==> config.mk <==
export PLATFORM = sky130hd
export DESIGN_NAME = rot_top
export DESIGN_NICKNAME = d
export VERILOG_FILES = /design/src/design/rot_pkg.sv /design/src/design/rot_apb_regs.sv /design/src/design/rot_boot_fsm.sv /design/src/design/rot_mbox.sv /design/src/design/rot_top.sv
export SDC_FILE = /design/constraint.sdc
export NUM_CORES = 1
export LEC_CHECK = 0
export ABC_AREA = 0
export BUFFER_PORTS_ARGS = -buffer_cell sky130_fd_sc_hd__buf_4
export CAP_MARGIN = 20
export CELL_PAD_IN_SITES_DETAIL_PLACEMENT = 2
export CELL_PAD_IN_SITES_GLOBAL_PLACEMENT = 2
export CORE_MARGIN = 1
export CORE_UTILIZATION = 26
export CTS_CLUSTER_DIAMETER = 100
export DETAILED_ROUTE_END_ITERATION = 7
export GPL_TIMING_DRIVEN = 0
export PLACE_DENSITY = 0.57
export SLEW_MARGIN = 5
export SYNTH_ARGS = -nofsm -noshare
export SYNTH_HDL_FRONTEND = slang
export SYNTH_HIERARCHICAL = 1
export SYNTH_SLANG_ARGS = --single-unit
==> constraint.sdc <==
create_clock -name clk -period 4.5 [get_ports clk]
set_clock_uncertainty 0.05 [all_clocks]
set_input_delay 0.9 -clock clk [delete_from_list [all_inputs] [get_ports clk]]
set_output_delay 0.9 -clock clk [all_outputs]
set_load 0.05 [all_outputs]
==> src/design/rot_pkg.sv <==
// Root-of-trust shared types, register map and boot states
package rot_pkg;

    localparam int APB_ADDR_W  = 12;
    localparam int APB_DATA_W  = 32;
    localparam int MBOX_DEPTH  = 64;
    localparam int MBOX_ADDR_W = $clog2(MBOX_DEPTH);
    localparam int MBOX_LEN_W  = 16;
    localparam int FUSE_WORDS  = 4;
    localparam int FUSE_IDX_W  = $clog2(FUSE_WORDS);
    localparam int ERR_W       = 3;

    typedef logic [APB_ADDR_W-1:0]  apb_addr_t;
    typedef logic [APB_DATA_W-1:0]  apb_data_t;
    typedef logic [MBOX_ADDR_W-1:0] mbox_addr_t;
    typedef logic [MBOX_LEN_W-1:0]  mbox_len_t;
    typedef logic [2:0]             mbox_sel_t;

    // Largest legal DLEN in bytes
    localparam mbox_len_t MBOX_MAX_DLEN = mbox_len_t'(4 * MBOX_DEPTH);

    // Register offsets
    localparam apb_addr_t REG_FUSE_BASE    = 12'h000;
    localparam apb_addr_t REG_FUSE_DONE    = 12'h010;
    localparam apb_addr_t REG_BOOT_STATUS  = 12'h014;
    localparam apb_addr_t REG_BOOT_GO      = 12'h018;
    localparam apb_addr_t REG_ERROR        = 12'h01C;
    localparam apb_addr_t REG_MBOX_LOCK    = 12'h100;
    localparam apb_addr_t REG_MBOX_CMD     = 12'h104;
    localparam apb_addr_t REG_MBOX_DLEN    = 12'h108;
    localparam apb_addr_t REG_MBOX_DATAIN  = 12'h10C;
    localparam apb_addr_t REG_MBOX_DATAOUT = 12'h110;
    localparam apb_addr_t REG_MBOX_EXECUTE = 12'h114;

    // Mailbox register select, word index inside the mailbox window
    localparam mbox_sel_t MBOX_SEL_LOCK    = 3'd0;
    localparam mbox_sel_t MBOX_SEL_CMD     = 3'd1;
    localparam mbox_sel_t MBOX_SEL_DLEN    = 3'd2;
    localparam mbox_sel_t MBOX_SEL_DATAIN  = 3'd3;
    localparam mbox_sel_t MBOX_SEL_DATAOUT = 3'd4;
    localparam mbox_sel_t MBOX_SEL_EXECUTE = 3'd5;

    // Error register bit positions
    localparam int ERR_FUSE_LOCK = 0;
    localparam int ERR_NO_LOCK   = 1;
    localparam int ERR_OVERSIZE  = 2;

    typedef enum logic [2:0] {
        BOOT_IDLE     = 3'd0,
        BOOT_FUSE     = 3'd1,
        BOOT_BRKPOINT = 3'd2,
        BOOT_DONE     = 3'd3
    } boot_state_e;

endpackage

==> src/design/rot_apb_regs.sv <==
// APB target with fuse and error registers, forwarding mailbox accesses
module rot_apb_regs (
    input  logic                 clk,
    input  logic                 rst_n,
    input  rot_pkg::apb_addr_t   paddr,
    input  logic                 psel,
    input  logic                 penable,
    input  logic                 pwrite,
    input  rot_pkg::apb_data_t   pwdata,
    input  rot_pkg::boot_state_e boot_state,
    input  rot_pkg::apb_data_t   mbox_rdata,
    input  logic                 mbox_rd_valid,
    input  logic                 err_no_lock,
    input  logic                 err_oversize,
    output rot_pkg::apb_data_t   prdata,
    output logic                 pready,
    output logic                 pslverr,
    output logic                 fuse_done_wr,
    output logic                 go_wr,
    output logic                 mbox_wr,
    output logic                 mbox_rd,
    output rot_pkg::mbox_sel_t   mbox_sel,
    output rot_pkg::apb_data_t   mbox_wdata,
    output logic                 error_fatal,
    output logic                 error_non_fatal
);

    logic                           access;
    logic                           fuse_hit;
    logic                           fuse_wr;
    logic [rot_pkg::FUSE_IDX_W-1:0] fuse_idx;
    logic                           ctrl_hit;
    logic                           mbox_hit;
    logic                           mapped;
    logic                           dataout_rd;
    logic                           rd_wait_q;
    logic [rot_pkg::ERR_W-1:0]      err_q;
    logic [rot_pkg::ERR_W-1:0]      err_set;
    logic [rot_pkg::ERR_W-1:0]      err_clr;
    rot_pkg::apb_data_t             fuse_q [rot_pkg::FUSE_WORDS];

    assign access = psel && penable;

    // Fuse words are word aligned from the base
    assign fuse_hit = (paddr >= rot_pkg::REG_FUSE_BASE)
                   && (paddr < rot_pkg::REG_FUSE_BASE
                               + rot_pkg::apb_addr_t'(4 * rot_pkg::FUSE_WORDS))
                   && (paddr[1:0] == 2'b00);
    assign fuse_idx = paddr[rot_pkg::FUSE_IDX_W+1:2];

    assign ctrl_hit = paddr inside {rot_pkg::REG_FUSE_DONE, rot_pkg::REG_BOOT_STATUS,
                                    rot_pkg::REG_BOOT_GO, rot_pkg::REG_ERROR};

    assign mbox_hit = paddr inside {rot_pkg::REG_MBOX_LOCK, rot_pkg::REG_MBOX_CMD,
                                    rot_pkg::REG_MBOX_DLEN, rot_pkg::REG_MBOX_DATAIN,
                                    rot_pkg::REG_MBOX_DATAOUT, rot_pkg::REG_MBOX_EXECUTE};

    assign mapped = fuse_hit || ctrl_hit || mbox_hit;

    // DATAOUT read waits one cycle for the SRAM
    assign dataout_rd = access && !pwrite && (paddr == rot_pkg::REG_MBOX_DATAOUT);
    assign pready     = access && (!dataout_rd || mbox_rd_valid);
    assign pslverr    = access && !mapped;

    assign fuse_wr      = access && pwrite && fuse_hit;
    assign fuse_done_wr = access && pwrite && (paddr == rot_pkg::REG_FUSE_DONE);
    assign go_wr        = access && pwrite && (paddr == rot_pkg::REG_BOOT_GO);

    // Mailbox forwarding, read issued once per transfer
    assign mbox_wr    = access && pwrite && mbox_hit;
    assign mbox_rd    = access && !pwrite && mbox_hit && !rd_wait_q;
    assign mbox_sel   = paddr[4:2];
    assign mbox_wdata = pwdata;

    always_ff @(posedge clk)
    begin
        if (fuse_wr && (boot_state == rot_pkg::BOOT_FUSE))
        begin
            fuse_q[fuse_idx] <= pwdata;
        end
    end

    always_comb
    begin
        err_set = '0;
        err_set[rot_pkg::ERR_FUSE_LOCK] = fuse_wr && (boot_state != rot_pkg::BOOT_FUSE);
        err_set[rot_pkg::ERR_NO_LOCK]   = err_no_lock;
        err_set[rot_pkg::ERR_OVERSIZE]  = err_oversize;
    end

    // Write one to clear
    assign err_clr = (access && pwrite && (paddr == rot_pkg::REG_ERROR))
                   ? pwdata[rot_pkg::ERR_W-1:0] : '0;

    always_ff @(posedge clk)
    begin
        if (!rst_n)
        begin
            err_q     <= '0;
            rd_wait_q <= 1'b0;
        end
        else
        begin
            // A new error wins over a clear in the same cycle
            err_q <= (err_q & ~err_clr) | err_set;
            if (pready)
            begin
                rd_wait_q <= 1'b0;
            end
            else if (dataout_rd)
            begin
                rd_wait_q <= 1'b1;
            end
        end
    end

    // Read data mux, unmapped offsets read zero
    always_comb
    begin
        prdata = '0;
        if (access && !pwrite)
        begin
            if (fuse_hit)
            begin
                prdata = fuse_q[fuse_idx];
            end
            else if (mbox_hit)
            begin
                prdata = mbox_rdata;
            end
            else if (paddr == rot_pkg::REG_BOOT_STATUS)
            begin
                prdata = rot_pkg::apb_data_t'(boot_state);
            end
            else if (paddr == rot_pkg::REG_ERROR)
            begin
                prdata = rot_pkg::apb_data_t'(err_q);
            end
        end
    end

    assign error_fatal     = err_q[rot_pkg::ERR_OVERSIZE];
    assign error_non_fatal = err_q[rot_pkg::ERR_FUSE_LOCK] | err_q[rot_pkg::ERR_NO_LOCK];

endmodule

==> src/design/rot_boot_fsm.sv <==
// Boot sequencer from reset through fuse loading and breakpoint to mailbox ready
module rot_boot_fsm (
    input  logic                 clk,
    input  logic                 rst_n,
    input  logic                 BootFSM_BrkPoint,
    input  logic                 fuse_done_wr,
    input  logic                 go_wr,
    output rot_pkg::boot_state_e boot_state,
    output logic                 ready_for_fuses,
    output logic                 ready_for_mb_processing
);

    rot_pkg::boot_state_e state_q;
    rot_pkg::boot_state_e state_d;

    always_comb
    begin
        state_d = state_q;
        case (state_q)
            rot_pkg::BOOT_IDLE:
            begin
                state_d = rot_pkg::BOOT_FUSE;
            end
            rot_pkg::BOOT_FUSE:
            begin
                // Strap is sampled as the fuse phase closes
                if (fuse_done_wr)
                begin
                    state_d = BootFSM_BrkPoint ? rot_pkg::BOOT_BRKPOINT
                                               : rot_pkg::BOOT_DONE;
                end
            end
            rot_pkg::BOOT_BRKPOINT:
            begin
                if (go_wr)
                begin
                    state_d = rot_pkg::BOOT_DONE;
                end
            end
            rot_pkg::BOOT_DONE:
            begin
                state_d = rot_pkg::BOOT_DONE;
            end
            default:
            begin
                state_d = rot_pkg::BOOT_IDLE;
            end
        endcase
    end

    always_ff @(posedge clk)
    begin
        if (!rst_n)
        begin
            state_q <= rot_pkg::BOOT_IDLE;
        end
        else
        begin
            state_q <= state_d;
        end
    end

    // Readiness decoded from registered state
    assign boot_state              = state_q;
    assign ready_for_fuses         = (state_q == rot_pkg::BOOT_FUSE);
    assign ready_for_mb_processing = (state_q == rot_pkg::BOOT_DONE);

endmodule

==> src/design/rot_mbox.sv <==
// Mailbox with lock, command, length, data pointers and external SRAM port
module rot_mbox (
    input  logic                clk,
    input  logic                rst_n,
    input  logic                mbox_wr,
    input  logic                mbox_rd,
    input  rot_pkg::mbox_sel_t  mbox_sel,
    input  rot_pkg::apb_data_t  mbox_wdata,
    input  logic                mbox_ready,
    input  rot_pkg::apb_data_t  mbox_sram_rdata,
    output rot_pkg::apb_data_t  mbox_rdata,
    output logic                mbox_rd_valid,
    output logic                mailbox_data_avail,
    output logic                err_no_lock,
    output logic                err_oversize,
    output logic                mbox_sram_cs,
    output logic                mbox_sram_we,
    output rot_pkg::mbox_addr_t mbox_sram_addr,
    output rot_pkg::apb_data_t  mbox_sram_wdata
);

    logic                lock_q;
    logic                exec_q;
    logic                rd_valid_q;
    rot_pkg::apb_data_t  cmd_q;
    rot_pkg::mbox_len_t  dlen_q;
    rot_pkg::mbox_addr_t wr_ptr_q;
    rot_pkg::mbox_addr_t rd_ptr_q;
    logic                needs_lock;
    logic                lock_take;
    logic                cmd_wr;
    logic                dlen_wr;
    logic                datain_wr;
    logic                dataout_rd;
    logic                exec_wr;
    logic                exec_set;
    logic                exec_clr;
    logic                too_long;

    // Registers that only the lock holder may touch
    assign needs_lock = (mbox_wr || mbox_rd)
                     && (mbox_sel inside {rot_pkg::MBOX_SEL_CMD, rot_pkg::MBOX_SEL_DLEN,
                                          rot_pkg::MBOX_SEL_DATAIN, rot_pkg::MBOX_SEL_EXECUTE});
    assign err_no_lock = needs_lock && !lock_q;

    // Lock is granted only once boot is done
    assign lock_take = mbox_rd && (mbox_sel == rot_pkg::MBOX_SEL_LOCK) && mbox_ready && !lock_q;

    assign cmd_wr     = mbox_wr && lock_q && (mbox_sel == rot_pkg::MBOX_SEL_CMD);
    assign dlen_wr    = mbox_wr && lock_q && (mbox_sel == rot_pkg::MBOX_SEL_DLEN);
    assign datain_wr  = mbox_wr && lock_q && (mbox_sel == rot_pkg::MBOX_SEL_DATAIN);
    assign exec_wr    = mbox_wr && lock_q && (mbox_sel == rot_pkg::MBOX_SEL_EXECUTE);
    assign dataout_rd = mbox_rd && (mbox_sel == rot_pkg::MBOX_SEL_DATAOUT);

    assign too_long     = dlen_q > rot_pkg::MBOX_MAX_DLEN;
    assign exec_set     = exec_wr && mbox_wdata[0] && !too_long;
    assign err_oversize = exec_wr && mbox_wdata[0] && too_long;
    assign exec_clr     = exec_wr && !mbox_wdata[0];

    // SRAM port
    assign mbox_sram_cs    = datain_wr || dataout_rd;
    assign mbox_sram_we    = datain_wr;
    assign mbox_sram_addr  = datain_wr ? wr_ptr_q : rd_ptr_q;
    assign mbox_sram_wdata = mbox_wdata;

    always_ff @(posedge clk)
    begin
        if (!rst_n)
        begin
            lock_q     <= 1'b0;
            exec_q     <= 1'b0;
            rd_valid_q <= 1'b0;
            dlen_q     <= '0;
            wr_ptr_q   <= '0;
            rd_ptr_q   <= '0;
        end
        else
        begin
            rd_valid_q <= dataout_rd;
            if (lock_take)
            begin
                lock_q <= 1'b1;
            end
            else if (exec_clr)
            begin
                lock_q <= 1'b0;
            end
            if (exec_set)
            begin
                exec_q <= 1'b1;
            end
            else if (exec_clr)
            begin
                exec_q <= 1'b0;
            end
            if (dlen_wr)
            begin
                dlen_q <= rot_pkg::mbox_len_t'(mbox_wdata);
            end
            // Clearing execute rewinds both pointers
            if (exec_clr)
            begin
                wr_ptr_q <= '0;
                rd_ptr_q <= '0;
            end
            else
            begin
                if (datain_wr)
                begin
                    wr_ptr_q <= wr_ptr_q + 1'b1;
                end
                if (dataout_rd)
                begin
                    rd_ptr_q <= rd_ptr_q + 1'b1;
                end
            end
        end
    end

    always_ff @(posedge clk)
    begin
        if (cmd_wr)
        begin
            cmd_q <= mbox_wdata;
        end
    end

    always_comb
    begin
        case (mbox_sel)
            rot_pkg::MBOX_SEL_LOCK:    mbox_rdata = {31'b0, lock_q | ~mbox_ready};
            rot_pkg::MBOX_SEL_CMD:     mbox_rdata = cmd_q;
            rot_pkg::MBOX_SEL_DLEN:    mbox_rdata = rot_pkg::apb_data_t'(dlen_q);
            rot_pkg::MBOX_SEL_DATAOUT: mbox_rdata = mbox_sram_rdata;
            rot_pkg::MBOX_SEL_EXECUTE: mbox_rdata = {31'b0, exec_q};
            default:                   mbox_rdata = '0;
        endcase
    end

    assign mbox_rd_valid      = rd_valid_q;
    assign mailbox_data_avail = exec_q;

endmodule

==> src/design/rot_top.sv <==
// Root-of-trust top joining the APB registers, boot FSM and mailbox
module rot_top (
    input  logic                clk,
    input  logic                rst_n,
    input  rot_pkg::apb_addr_t  paddr,
    input  logic                psel,
    input  logic                penable,
    input  logic                pwrite,
    input  rot_pkg::apb_data_t  pwdata,
    output rot_pkg::apb_data_t  prdata,
    output logic                pready,
    output logic                pslverr,
    input  logic                BootFSM_BrkPoint,
    output logic                mbox_sram_cs,
    output logic                mbox_sram_we,
    output rot_pkg::mbox_addr_t mbox_sram_addr,
    output rot_pkg::apb_data_t  mbox_sram_wdata,
    input  rot_pkg::apb_data_t  mbox_sram_rdata,
    output logic                ready_for_fuses,
    output logic                ready_for_mb_processing,
    output logic                mailbox_data_avail,
    output logic                error_fatal,
    output logic                error_non_fatal
);

    rot_pkg::boot_state_e boot_state;
    logic                 fuse_done_wr;
    logic                 go_wr;
    logic                 mbox_wr;
    logic                 mbox_rd;
    rot_pkg::mbox_sel_t   mbox_sel;
    rot_pkg::apb_data_t   mbox_wdata;
    rot_pkg::apb_data_t   mbox_rdata;
    logic                 mbox_rd_valid;
    logic                 err_no_lock;
    logic                 err_oversize;

    rot_apb_regs u_regs (
        .clk(clk), .rst_n(rst_n),
        .paddr(paddr), .psel(psel), .penable(penable), .pwrite(pwrite), .pwdata(pwdata),
        .boot_state(boot_state),
        .mbox_rdata(mbox_rdata), .mbox_rd_valid(mbox_rd_valid),
        .err_no_lock(err_no_lock), .err_oversize(err_oversize),
        .prdata(prdata), .pready(pready), .pslverr(pslverr),
        .fuse_done_wr(fuse_done_wr), .go_wr(go_wr),
        .mbox_wr(mbox_wr), .mbox_rd(mbox_rd), .mbox_sel(mbox_sel), .mbox_wdata(mbox_wdata),
        .error_fatal(error_fatal), .error_non_fatal(error_non_fatal)
    );

    rot_boot_fsm u_boot_fsm (
        .clk(clk), .rst_n(rst_n),
        .BootFSM_BrkPoint(BootFSM_BrkPoint),
        .fuse_done_wr(fuse_done_wr), .go_wr(go_wr),
        .boot_state(boot_state),
        .ready_for_fuses(ready_for_fuses),
        .ready_for_mb_processing(ready_for_mb_processing)
    );

    // Mailbox opens once boot is done
    rot_mbox u_mbox (
        .clk(clk), .rst_n(rst_n),
        .mbox_wr(mbox_wr), .mbox_rd(mbox_rd), .mbox_sel(mbox_sel), .mbox_wdata(mbox_wdata),
        .mbox_ready(ready_for_mb_processing),
        .mbox_sram_rdata(mbox_sram_rdata),
        .mbox_rdata(mbox_rdata), .mbox_rd_valid(mbox_rd_valid),
        .mailbox_data_avail(mailbox_data_avail),
        .err_no_lock(err_no_lock), .err_oversize(err_oversize),
        .mbox_sram_cs(mbox_sram_cs), .mbox_sram_we(mbox_sram_we),
        .mbox_sram_addr(mbox_sram_addr), .mbox_sram_wdata(mbox_sram_wdata)
    );

endmodule

Word level (Yosys, flattened, before mapping)

Memories as Yosys holds them, arrays and structs flattened.
Cells that the tools add are included.
W data, S select, Z words.

Add/sub/neg operators: 2
Magnitude comparators: 3
Equal/unequal tests: 21
Muxes and demuxes: 17
Bitwise operators: 7
Reductions and logical operators: 55

Operators by type and width:

| operator              | count |
|---|---|
| $pmux W32 S5          | 1 |
| $mux W32              | 4 |
| $eq A12 B9 Y1 const B | 6 |
| $eq A12 B5 Y1 const B | 4 |
| $logic_and A1 B1 Y1   | 32 |
| $gt A16 B9 Y1 const B | 1 |
| $add A6 B1 Y6 const B | 2 |
| $eq A3 B2 Y1 const B  | 4 |
| $ge A12 B1 Y1 const B | 1 |
| $lt A12 B5 Y1 const B | 1 |
| $mux W3               | 4 |
| $pmux W3 S4           | 1 |
| $reduce_bool A4 Y1    | 2 |
| $logic_not A1 Y1      | 7 |
| $eq A3 B1 Y1 const B  | 2 |
| $eq A3 B3 Y1 const B  | 2 |
| $logic_not A3 Y1      | 2 |
| $mux W1               | 6 |
| $mux W6               | 1 |
| $reduce_bool A6 Y1    | 1 |
| $logic_or A1 B1 Y1    | 5 |
| $reduce_bool A2 Y1    | 2 |
| $reduce_or A2 Y1      | 2 |
| $and A3 B3 Y3         | 1 |
| 9 further kinds       | 11 |

Register bits: 70
RAM bits: 128
Input port bits: 82
Output and inout bits: 79
Logic and storage cells: 116
Memories kept: 1

Memory list:

| memory        | words | width | read ports | clocked after memory_dff | write ports | line               | source |
|---|---|---|---|---|---|---|---|
| u_regs.fuse_q | 4     | 32    | 1          | 0                        | 1           | rot_apb_regs.sv:40 | `rot_pkg::apb_data_t fuse_q [rot_pkg::FUSE_WORDS];` |

Logic depth before layout (Yosys ltp)

Gate-level depths: netlist of the first run.

Depth after elaboration: 8
Depth in mapped cells: 10
Gate-level depth less buffers: 8

Hierarchy

The synthesis of the first run kept the hierarchy.

By module, submodules not included:

| module       | instances | cells each | area each (µm²) | seq. area each (µm²) |
|---|---|---|---|---|
| rot_apb_regs | 1         | 341        | 5891.9          | 3923.8 |
| rot_mbox     | 1         | 296        | 3119.2          | 1581.5 |
| rot_boot_fsm | 1         | 11         | 101.3           | 40.0 |

Worst setup path after synthesis of the first run

OpenSTA, ideal clock, no wires.

Path type: input port to flip-flop
Start point: input port paddr[0]
End point: memory u_regs/fuse_q[0][0] (netlist name), enable pin
Library setup time: 0.461 ns
Arrival: 4.028 ns
Required time: 3.989 ns
Setup slack: -0.039 ns
Cell stages on the path: 4
Buffers on the path: 0
Cells stage by stage: or4_4 nor2_1 nand4bb_1 nor3_1

Word-level cells in the longest chain between the ends: 7
Elaborated cells on any way between the ends: 9
Those cells by class: order compare: 2; mux: 2; reduce/logical: 5

RTL lines:

| what                                           | line                                   | source |
|---|---|---|
| start, declared                                | rot_top.sv:5                           | `input rot_pkg::apb_addr_t paddr,` |
| $ge A12 B1 Y1 or $lt A12 B5 Y1 (tied branches) | rot_apb_regs.sv:45, rot_apb_regs.sv:46 |  |
| $logic_and A1 B1 Y1                            | rot_apb_regs.sv:46                     | `&& (paddr < rot_pkg::REG_FUSE_BASE` |
| $logic_and A1 B1 Y1 (*)                        | rot_apb_regs.sv:48                     | `&& (paddr[1:0] == 2'b00);` |
| $logic_and A1 B1 Y1 (*)                        | rot_apb_regs.sv:65                     | `assign fuse_wr = access && pwrite && fuse_hit;` |
| $logic_and A1 B1 Y1 (*)                        | rot_apb_regs.sv:77                     | `if (fuse_wr && (boot_state == rot_pkg::BOOT_FUSE))` |
| $mux W1 (*)                                    | rot_apb_regs.sv:77                     |  |
| $mux W1 (not written as such) (*)              | rot_apb_regs.sv:79                     | `fuse_q[fuse_idx] <= pwdata;` |
| end, declared                                  | rot_apb_regs.sv:40                     |  |

Mark *: on every way between the ends. The rest lies on a longest branch, timed or not.

Final worst setup path of the first run

Start point: input port paddr[11]
End point: output port mbox_sram_addr[1]

Word-level cells in the longest chain between the ends: 6
Elaborated cells on any way between the ends: 11
Those cells by class: eq/ne: 6; mux: 1; reduce/logical: 4

RTL lines:

| what                                  | line               | source |
|---|---|---|
| $eq A12 B9 Y1                         | rot_apb_regs.sv:54 | `assign mbox_hit = paddr inside {rot_pkg::REG_MBOX_LOCK, rot_pkg::REG_MBOX_CMD,` |
| $reduce_bool A6 Y1 (*)                | rot_apb_regs.sv:54 |  |
| $logic_and A1 B1 Y1 (*)               | rot_apb_regs.sv:70 | `assign mbox_wr = access && pwrite && mbox_hit;` |
| via mbox_wr                           | rot_top.sv:29      | `logic mbox_wr;` |
| $logic_and A1 B1 Y1 (*) (2 in series) | rot_mbox.sv:51     | `assign datain_wr = mbox_wr && lock_q && (mbox_sel == rot_pkg::MBOX_SEL_DATAIN);` |
| $mux W6 (*)                           | rot_mbox.sv:63     | `assign mbox_sram_addr = datain_wr ? wr_ptr_q : rd_ptr_q;` |
| end, declared                         | rot_top.sv:16      | `output rot_pkg::mbox_addr_t mbox_sram_addr,` |

The timed path passes the listed nets; every way through them passes the cells marked *.

==> impl_metrics.env, run 1 <==
export IMPL_hold_path_depth=2
export IMPL_ir_drop_mv=0.298
export IMPL_reg2regPathDepth=7
export IMPL_maxCapViolCount=0
export IMPL_numPortBuffers=158
export IMPL_ant_nets=0
export IMPL_core_area_um2=34500
export IMPL_drt_iter0_markers=293
export IMPL_fin_crit_ns=4.33
export IMPL_end_kind="primary output"
export IMPL_yosysTopAreaCellShare_pct=52.7
export IMPL_route_met3_wl_um=1550
export IMPL_path_class="in2out"
export IMPL_ys_flop_type="edfxtp_1"
export IMPL_grt_pass1_wl_um=43000
export IMPL_worstSetupStartpointType="input port"
export IMPL_grt_pass1_vias=6613
export IMPL_grt_max_degree=25
export IMPL_num_rows=68
export IMPL_place_gp_congestion=0.715
export IMPL_power_frac_comb_pct=9.2
export IMPL_netlist_instances=648
export IMPL_syn_to_final_growth_pct=28.5
export IMPL_final_common_cell="buf_4"
export IMPL_routed_top_layer="met4"
export IMPL_r2r_slack_ns=1.93
export IMPL_synth_seq_cells=197
export IMPL_die_h_um=189
export IMPL_cts_tree="built"
export IMPL_leakagePower_nw=4.22
export IMPL_intPower_w=0.00292
export IMPL_yosys_area_top_type="edfxtp_1"
export IMPL_wl_per_cell_um=22.1
export IMPL_hpwl_um=21400
export IMPL_p_clk_share_pct=40.7
export IMPL_outcome="complete, no violations"
export IMPL_vias_per_cell=4.67
export IMPL_hold_path_class="reg2reg"
export IMPL_power_density_nw_per_um2=334
export IMPL_synth_edff_count=160
export IMPL_reg2reg_to="u_regs/fuse_q[1][7]$_DFFE_PP_"
export IMPL_grtUsageTotal_pct=16.6
export IMPL_antenna_found_initial=1
export IMPL_fmax_ghz=0.231
export IMPL_relSlewSlack_pct=27.6
export IMPL_fin_util_pct=33.9
export IMPL_ios=161
export IMPL_holdPathEnd="u_mbox/mailbox_data_avail$_SDFFE_PN0P_"
export IMPL_worstPathCellList="buf_4, or4_4, nor4b_4, buf_6, and2_2, and4b_1, buf_2, nand2_4, mux2_1, buf_4"
export IMPL_fin_area_um2=11700
export IMPL_syn_area_per_cell_um2=14.1
export IMPL_start_util_pct=26.4
export IMPL_worstSkewPairLatency_ns=0.45
export IMPL_cp_required_ns=3.55
export IMPL_cts_buffer_depth=2
export IMPL_dpl_cell_area_um2=11100
export IMPL_period_share_pct=96.1
export IMPL_wl_met1_um=12800
export IMPL_antenna_cells=0
export IMPL_dr_pass1_iters=4
export IMPL_nets=928
export IMPL_vias=6131
export IMPL_drv_slew=0
export IMPL_setup_viol=0
export IMPL_synth_distinct_cells=60
export IMPL_rsz0062_at_grt="false"
export IMPL_wl_met2_um=14200
export IMPL_critical_path_arrival_ns=3.38
export IMPL_crit_slowest_cell="or4_4"
export IMPL_async_reset_ff_share_pct=0
export IMPL_power_switching_w=0.000992
export IMPL_drc=0
export IMPL_die_x_um=189
export IMPL_cts_buffers=17
export IMPL_instances_no_fill=1312
export IMPL_yosysSeqAreaShare_pct=60.9
export IMPL_critPathMostFrequentCell="buf_4"
export IMPL_cts_root_buf="clkbuf_16"
export IMPL_drt_wl_total_um=28900
export IMPL_clkSlewWorstSetupHoldPaths_ns=0.08
export IMPL_p_sw_share_pct=25.3
export IMPL_cts_sinks=197
export IMPL_fill_cells=3669
export IMPL_ctsHoldBuffers=0
export IMPL_die_area_um2=35800
export IMPL_crit_fanout=10
export IMPL_cpPeakStageDelay_ns=0.60
export IMPL_seqPwrFrac_pct=50.1
export IMPL_drive_above_1_share_pct=43.5
export IMPL_htree_levels=4
export IMPL_placed_cells=1278
export IMPL_synth_area_um2=9110
export IMPL_mostFrequentLayoutCells="buf_4 (239), edfxtp_1 (160), nor2_1 (38), dfxtp_1 (37), a22oi_1 (34)"
export IMPL_ys_top_cells_by_area="edfxtp_1 (53%), dfxtp_1 (8.1%), mux4_2 (7.9%)"
export IMPL_min_from="u_mbox/mailbox_data_avail$_SDFFE_PN0P_"
export IMPL_ys_warn_count=6
export IMPL_timing_rr_start="u_boot_fsm/boot_state[1]$_SDFFE_PN0P_"
export IMPL_syn_nets=732
export IMPL_hold_viol_final=0
export IMPL_grt_overflow_total=0
export IMPL_tightest_slew_ns=1.09
routing by layer:
layer | track usage [%] | vias up
met5 | 0 | -
met4 | 4.28 | 0
met3 | 4.37 | 20
met2 | 28.1 | 150
met1 | 20.9 | 3179
li1 | - | 2782
power by group through the flow:
stage	Sequential, W	Combinational, W	Clock [W]
after floorplan	0.00201	0.000206	0
after global placement	0.00201	0.000359	0
after detailed placement	0.00201	0.000364	0
after CTS	0.00196	0.000365	0.00165
after global routing	0.00196	0.000383	0.00170
final	0.00196	0.000359	0.00159
cell type report:
class / count / area, µm² / share of cell area (%)
inverter: 11 / 41.3 / 0.352
clock buffer: 18 / 429 / 3.66
tap: 455 / 569 / 4.86
multi-input combinational: 332 / 2800 / 23.9
buffer: 108 / 766 / 6.54
sequential: 197 / 5550 / 47.3
timing repair buffer: 177 / 1380 / 11.8
clock inverter: 14 / 179 / 1.53
kinds of logic (layout without fill, tap and decap cells):
| family | count (synthesis) | in the layout | synth area share (%) |
|---|---|---|---|
| xor gates and xnor gates | 9 | 9 | 0.865 |
| and+or+nand+nor | 157 | 157 | 9.63 |
| muxes | 58 | 58 | 10.9 |
| adders and majority gates | 2 | 2 | 0.275 |
| other | 1 | 1 | 0.0412 |
| AOI/OAI and AO/OA | 105 | 105 | 8.61 |
| DFF | 197 | 197 | 60.9 |
| buffers and inverters | 119 | 328 | 8.86 |
synth_stat cells, types with 14 or more instances:
| library cell | number |
|---|---|
| mux4_2 | 32 |
| buf_4 | 73 |
| a22o_1 | 16 |
| nor2b_1 | 19 |
| clkbuf_1 | 14 |
| a22oi_1 | 34 |
| o21ai_0 | 21 |
| nand2_1 | 31 |
| nor2_1 | 38 |
| mux2i_1 | 18 |
| dfxtp_1 | 37 |
| edfxtp_1 | 160 |
worst max path at each step:
stage	startpoint	end	slack, ns	cells past startpoint
after CTS	paddr[4]	prdata[11]	0.001	10
after detailed placement	paddr[0]	mbox_sram_addr[1]	-0.51	10
final	paddr[11]	mbox_sram_addr[1]	0.17	10
after global placement	paddr[0]	u_regs/fuse_q[3][24]$_DFFE_PP_	-2.74	5
after global routing	paddr[4]	prdata[11]	0.03	10
after floorplan	paddr[0]	u_regs/fuse_q[0][0]$_DFFE_PP_	-0.04	4
registers in the layout (all words and copies together) (netlist names):
| signal | cells |
|---|---|
| u_mbox/rd_ptr_q | 6 |
| u_mbox/mailbox_data_avail | 1 |
| u_regs/fuse_q | 128 |
| u_regs/rd_wait_q | 1 |
| u_boot_fsm/boot_state | 2 |
| u_mbox/wr_ptr_q | 6 |
| u_mbox/cmd_q | 32 |
| u_mbox/dlen_q | 16 |
| u_mbox/lock_q | 1 |
| u_mbox/mbox_rd_valid | 1 |
| u_regs/err_q | 3 |
per-stage QoR:
| stage | TNS [ns] | total power, W | setup slack [ns] | hold slack, ns |
|---|---|---|---|---|
| 3_3_place_gp | -361.34 | 0.00237 | -2.74 | 0.424 |
| 5_1_grt | 0 | 0.00405 | 0.0274 | 0.473 |
| 2_1_floorplan | -5.04 | 0.00221 | -0.0394 | 0.404 |
| 3_5_place_dp | -6.88 | 0.00237 | -0.506 | 0.437 |
| 6_report | 0 | 0.00392 | 0.175 | 0.440 |
| 4_1_cts | 0 | 0.00398 | 0.00136 | 0.448 |
timing repair:
item / 4_1_cts / 5_1_grt
buffers inserted: 2 / 0
gates cloned: 0 / 0
pin swaps: 1 / 0
setup endpoints to repair: 38 / 3
gates resized for setup: 3 / 2
critical path: cells and delay by family:
family	cells	cell delay [ns]
AND/OR/NAND/NOR	5	1.47
multiplexers	1	0.37
buffers and inverters	4	0.64
Power figures use the tool's default switching activity.
==> run 2, diff against run 1 <==
ABC_AREA = 1   (was 0)
PLACE_DENSITY = 0.62   (was 0.57)
==> impl_metrics.env, run 2 <==
export IMPL_core_area_um2=34500
export IMPL_synth_distinct_cells=41
export IMPL_grtUsageMet2_pct=31.9
export IMPL_drc=0
export IMPL_ys_warn_count=6
export IMPL_nets=1150
export IMPL_syn_area_per_cell_um2=10.4
export IMPL_num_rows=68
export IMPL_p_clk_share_pct=40.6
export IMPL_dpl_cell_area_um2=11100
export IMPL_worstPathCellList="buf_4, inv_2, nand2_2, nor2_1, nand2_2, nand3_4, nand2_4, nor2_2, nand2_1, inv_2, nand3_2, or2_2, o21a_1, buf_4"
export IMPL_yosys_area_top_type="edfxtp_1"
export IMPL_synth_xor_area_share_pct=0.479
export IMPL_antenna_cells=0
export IMPL_synth_area_um2=9150
export IMPL_worstSetupStartpointType="input port"
export IMPL_p_sw_share_pct=25.9
export IMPL_cts_buffers=17
export IMPL_grt_max_degree=25
export IMPL_fmax_ghz=0.234
export IMPL_grt_pass1_vias=7798
export IMPL_grt_overflow_total=0
export IMPL_largest_reg_flops=128
export IMPL_drt_wl_total_um=32500
export IMPL_cpLargestDelayFamily="simple AND/OR/NAND/NOR gates"
export IMPL_fill_cells=3849
export IMPL_synth_adder_area_share_pct=0.274
export IMPL_power_switching_w=0.00102
export IMPL_cts_root_buf="clkbuf_16"
export IMPL_netlist_instances=882
export IMPL_ir_drop_mv=0.270
export IMPL_synth_compound_area_share_pct=12.1
export IMPL_critical_path_arrival_ns=3.32
export IMPL_vias=7231
export IMPL_crit_slowest_cell="or2_2"
export IMPL_use_met1_pct=24.2
export IMPL_cp_required_ns=3.55
export IMPL_worstPathBufferInverterCount=4
export IMPL_grt_busiest_layer="met2"
export IMPL_period_share_pct=94.8
export IMPL_antenna_found_initial=0
export IMPL_start_util_pct=26.5
export IMPL_yosys_top_cells_count="nand2_1 (183), edfxtp_1 (160), buf_4 (68)"
export IMPL_die_area_um2=35900
export IMPL_ys_flop_type="edfxtp_1"
export IMPL_maxCapViolCount=0
export IMPL_ys_top_cells_by_area="edfxtp_1 (53%), dfxtp_1 (8.1%), nand2_1 (7.5%)"
export IMPL_synth_area_mux_share_pct=0
export IMPL_seqPwrFrac_pct=50.1
export IMPL_power_density_nw_per_um2=336
export IMPL_drv_slew=0
export IMPL_synth_edff_count=160
export IMPL_post_cts_buffers=0
export IMPL_drt_iter0_markers=356
export IMPL_mostFrequentLayoutCells="buf_4 (228), nand2_1 (183), edfxtp_1 (160), nand3_1 (54), o22ai_1 (53)"
export IMPL_timing_rr_start="u_boot_fsm/boot_state[0]$_SDFFE_PN0P_"
export IMPL_synth_most_common_cell="nand2_1"
export IMPL_grtUsageTotal_pct=18.5
export IMPL_clkSlewWorstSetupHoldPaths_ns=0.07
export IMPL_end_kind="primary output"
export IMPL_worstSkewPairLatency_ns=0.44
export IMPL_async_reset_ff_share_pct=0
export IMPL_dr_pass1_iters=6
export IMPL_grt_pass1_wl_um=48500
export IMPL_synth_simple_area_share_pct=16.0
export IMPL_fin_area_um2=11700
export IMPL_setup_tns_ns=0
export IMPL_yosysTopAreaCellShare_pct=52.5
export IMPL_htree_levels=4
export IMPL_power_frac_comb_pct=9.3
export IMPL_tightest_slew_ns=0.840
export IMPL_syn_nets=966
export IMPL_whs_ns=0.432
export IMPL_cpPeakStageDelay_ns=0.35
export IMPL_hpwl_um=23500
export IMPL_startpoint="paddr[2]"
export IMPL_instances_no_fill=1534
export IMPL_cts_buffer_depth=2
export IMPL_drive_above_1_share_pct=32.2
export IMPL_multi_input_area_um2=2680
export IMPL_fin_crit_ns=4.27
export IMPL_reg_top3="u_regs/fuse_q: 128 flops, u_mbox/cmd_q: 32 flops, u_mbox/dlen_q: 16 flops"
export IMPL_hold_path_class="reg2reg"
export IMPL_hold_viol_final=0
export IMPL_syn_to_final_growth_pct=27.9
export IMPL_ios=161
export IMPL_place_gp_congestion=0.766
export IMPL_path_class="in2out"
export IMPL_seq_area_um2=5550
export IMPL_rsz0062_at_grt="false"
export IMPL_setup_viol=0
export IMPL_ant_nets=0
export IMPL_wl_per_cell_um=21.2
export IMPL_synth_top_family_by_area="simple AND/OR/NAND/NOR gates"
export IMPL_die_h_um=190
export IMPL_crit_fanout=8
export IMPL_die_x_um=190
export IMPL_cts_tree="built"
export IMPL_relSlewSlack_pct=44.0
export IMPL_numPortBuffers=160
export IMPL_yosysSeqAreaShare_pct=60.6
export IMPL_leakagePower_nw=4.38
export IMPL_grtUsageMet3_pct=2.71
export IMPL_cts_sinks=197
export IMPL_min_from="u_mbox/wr_ptr_q[5]$_SDFFE_PP0P_"
export IMPL_outcome="complete, no violations"
export IMPL_vias_per_cell=4.71
export IMPL_intPower_w=0.00291
export IMPL_synth_seq_cells=197
export IMPL_final_common_cell="buf_4"
export IMPL_fin_util_pct=33.9
export IMPL_placed_cells=1502
export IMPL_top_register="u_regs/fuse_q"
## run 2: cell types whose count changed after synthesis, sizes merged, moves of 19 or more
| cell | delta |
|---|---|
| a21oi | +50 |
| nand2 | +167 |
| nor2b | -19 |
| nand3 | +49 |
| inv | +46 |
| mux4 | -32 |
| o22ai | +53 |
| o21ai | +20 |
| a22oi | -44 |
## run 2: final timing paths
| check | endpoint | cells after the start | slack (ns) |
|---|---|---|---|
| setup / recovery | mbox_sram_addr[0] | 14 | 0.23 |
| hold / removal | u_mbox/wr_ptr_q[5]$_SDFFE_PP0P_ | 2 | 0.43 |
| setup reg to reg | u_regs/fuse_q[2][9]$_DFFE_PP_ | 5 | 1.98 |
| hold reg to reg | u_mbox/wr_ptr_q[5]$_SDFFE_PP0P_ | 2 | 0.43 |
## run 2: timing repair
item | in CTS | in global routing
setup endpoints to repair | 0 | 11
hold buffers | 0 | 0
gates resized for setup | 0 | 7
## run 2: final cells by class
| cell class | instances | share of cell area, % |
|---|---|---|
| plain buffers | 107 | 6.32 |
| clock buffers | 18 | 3.67 |
| clock inverters | 14 | 1.57 |
| inverters | 57 | 1.87 |
| multi-input cells | 521 | 23.0 |
| flip-flops and latches | 197 | 47.4 |
| well taps | 455 | 4.87 |
| repair buffers | 165 | 11.3 |
## run 2: per-stage QoR
stage               worst slack (ns)  power [W]
finish                         0.235    0.00392
global route                  0.0575    0.00405
CTS                           0.0236    0.00397
detailed placement            0.0352    0.00238
global placement               -1.66    0.00237
floorplan                      0.233    0.00220
## run 2: cell families after synthesis
| group | count (synthesis) |
|---|---|
| fa+ha+maj | 2 |
| simple gates | 330 |
| xor+xnor | 5 |
| buf+inv | 164 |
| flops | 197 |
| compound gates | 183 |
| other cells | 1 |
## run 2: per-layer routing
metal	up-vias	part of all wire [%]
met4	0	1.2
met3	22	3.7
met2	161	50
met5	-	0
li1	3381	-
met1	3667	45
## run 2: worst reg2reg max path: stages, from the launching register on
cell,delay [ns]
dfxtp_1,0.43
inv_1,0.08
nor3_1,0.28
nand3_1,0.39
nor2_4,0.73
buf_16,0.25
## run 2: power by group through the flow
stage | clock network (W) | logic [W] | registers (W)
floorplan | 0 | 0.000198 | 0.00201
global placement | 0 | 0.000361 | 0.00201
detailed placement | 0 | 0.000369 | 0.00201
CTS | 0.00163 | 0.000371 | 0.00196
global route | 0.00170 | 0.000390 | 0.00196
finish | 0.00159 | 0.000365 | 0.00196
==> run 3, diff against run 2 <==
CORE_UTILIZATION = 32   (was 26)
PLACE_DENSITY = unset   (was 0.62)
PLACE_DENSITY_LB_ADDON = 0.1   (was unset)
==> impl_metrics.env, run 3 (same netlist as run 2, synthesis figures left out) <==
export IMPL_hold_viol_final=0
export IMPL_path_class="in2out"
export IMPL_whs_ns=0.416
export IMPL_mostFrequentLayoutCells="buf_4 (228), nand2_1 (183), edfxtp_1 (160), nand3_1 (54), o22ai_1 (53)"
export IMPL_wl_per_cell_um=21.0
export IMPL_relSlewSlack_pct=44.5
export IMPL_rsz0062_at_grt="false"
export IMPL_largest_reg_flops=128
export IMPL_worstSkewPairLatency_ns=0.44
export IMPL_ant_nets=0
export IMPL_crit_fanout=10
export IMPL_place_gp_congestion=0.758
export IMPL_vias=7217
export IMPL_num_rows=61
export IMPL_fin_area_um2=11600
export IMPL_antenna_found_initial=0
export IMPL_worstPathBufferInverterCount=7
export IMPL_die_area_um2=29300
export IMPL_grt_overflow_total=0
export IMPL_die_h_um=171
export IMPL_reg_top3="u_regs/fuse_q: 128 flops, u_mbox/cmd_q: 32 flops, u_mbox/dlen_q: 16 flops"
export IMPL_dpl_cell_area_um2=11000
export IMPL_core_area_um2=27900
export IMPL_drv_slew=0
export IMPL_ios=161
export IMPL_power_density_nw_per_um2=337
export IMPL_top_register="u_regs/fuse_q"
export IMPL_fin_crit_ns=4.25
export IMPL_numPortBuffers=160
export IMPL_grt_pass1_wl_um=46300
export IMPL_vias_per_cell=4.95
export IMPL_hold_path_class="reg2reg"
export IMPL_grt_max_degree=25
export IMPL_cts_tree="built"
export IMPL_leakagePower_nw=4.36
export IMPL_fmax_ghz=0.236
export IMPL_clkSlewWorstSetupHoldPaths_ns=0.08
export IMPL_start_util_pct=32.7
export IMPL_die_x_um=171
export IMPL_drt_iter0_markers=342
export IMPL_crit_slowest_cell="clkbuf_1"
export IMPL_nets=1150
export IMPL_cts_buffers=17
export IMPL_grt_pass1_vias=7681
export IMPL_outcome="complete, no violations"
export IMPL_cts_root_buf="clkbuf_16"
export IMPL_ir_drop_mv=0.189
export IMPL_cts_sinks=197
export IMPL_cts_buffer_depth=2
export IMPL_setup_viol=0
export IMPL_cpPeakStageDelay_ns=0.64
export IMPL_dr_pass1_iters=5
export IMPL_drt_wl_total_um=30600
export IMPL_grtUsageTotal_pct=21.8
export IMPL_period_share_pct=94.4
export IMPL_drc=0
export IMPL_hpwl_um=22200
export IMPL_cp_required_ns=3.55
export IMPL_worstPathCellList="buf_4, buf_4, inv_2, nand3_1, inv_1, clkbuf_1, nand2_1, nand4_1, nand3_1, nand3_1, nand2_1, inv_1, buf_4"
export IMPL_ctsResizeCount=1
export IMPL_worstSetupStartpointType="input port"
export IMPL_maxCapViolCount=0
export IMPL_cpLargestDelayFamily="buffers and inverters"
export IMPL_tightest_slew_ns=0.833
export IMPL_syn_to_final_growth_pct=26.7
export IMPL_critical_path_arrival_ns=3.30
export IMPL_drive_above_1_share_pct=32.1
export IMPL_htree_levels=4
export IMPL_antenna_cells=0
export IMPL_post_cts_buffers=0
export IMPL_ctsHoldBuffers=0
export IMPL_final_common_cell="buf_4"
export IMPL_finalPower_w=0.00391
export IMPL_end_kind="primary output"
==> run 3: cell types whose count changed in the layout (fill, tap and decap cells not counted) <==
cell | previous run | this run
clkbuf_1 | 12 | 14
inv_8 | 3 | 2
clkbuf_2 | 2 | 0
inv_6 | 3 | 4
buf_12 | 2 | 5
nand3_4 | 1 | 2
clkinv_1 | 1 | 0
clkinv_4 | 2 | 3
buf_16 | 3 | 0
nand3_2 | 2 | 1
==> run 3: through the flow <==
stage / setup WS (ns) / setup TNS [ns] / std cells / utilization [%]
floorplan: 0.233 / 0 / 882 / -
global route: 0.0771 / 0 / 1457 / 41.5
CTS: 0.0484 / 0 / 1457 / 41.4
finish: 0.254 / 0 / 1457 / 41.5
detailed placement: 0.0229 / 0 / 1425 / 39.2
global placement: -1.44 / -204.29 / 1420 / 38.7
==> run 3: layout make-up <==
class | instances | area (µm²)
fillers | 3051 | 16400
flip-flops and latches | 197 | 5550
multi-input cells | 521 | 2690
repair buffers | 165 | 1300
plain buffers | 107 | 737
well taps | 378 | 473
clock buffers | 18 | 429
inverters | 57 | 219
clock inverters | 14 | 186
==> run 3: layer usage <==
| metal | track usage [%] | wire length, µm |
|---|---|---|
| met1 | 29.4 | 14200 |
| met2 | 36.7 | 14900 |
| met3 | 2.54 | 1140 |
| met4 | 6.02 | 418 |
| met5 | 0 | 0 |
==> run 3: worst reg2reg max path, cell delays in order (launching register included) <==
cell and delay [ns]:
dfxtp_1 0.43, inv_1 0.10, nor3_1 0.20, nand3_1 0.36
nor2_4 0.49, buf_12 0.28
==> run 3: path summary, 6_finish.rpt <==
check	startpoint	endpoint	slack, ns	cells past startpoint
max	paddr[3]	prdata[0]	0.25	13
min	u_mbox/wr_ptr_q[5]$_SDFFE_PP0P_	u_mbox/wr_ptr_q[5]$_SDFFE_PP0P_	0.42	2
max reg2reg	u_boot_fsm/boot_state[0]$_SDFFE_PN0P_	u_regs/fuse_q[2][7]$_DFFE_PP_	2.27	5
min reg2reg	u_mbox/wr_ptr_q[5]$_SDFFE_PP0P_	u_mbox/wr_ptr_q[5]$_SDFFE_PP0P_	0.42	2
==> run 3: power breakdown <==
part           leakage, nW  switching, W  internal (W)
clock network        0.297      0.000778      0.000803
logic                 2.33      0.000220      0.000141
registers             1.74    0.00000104       0.00196
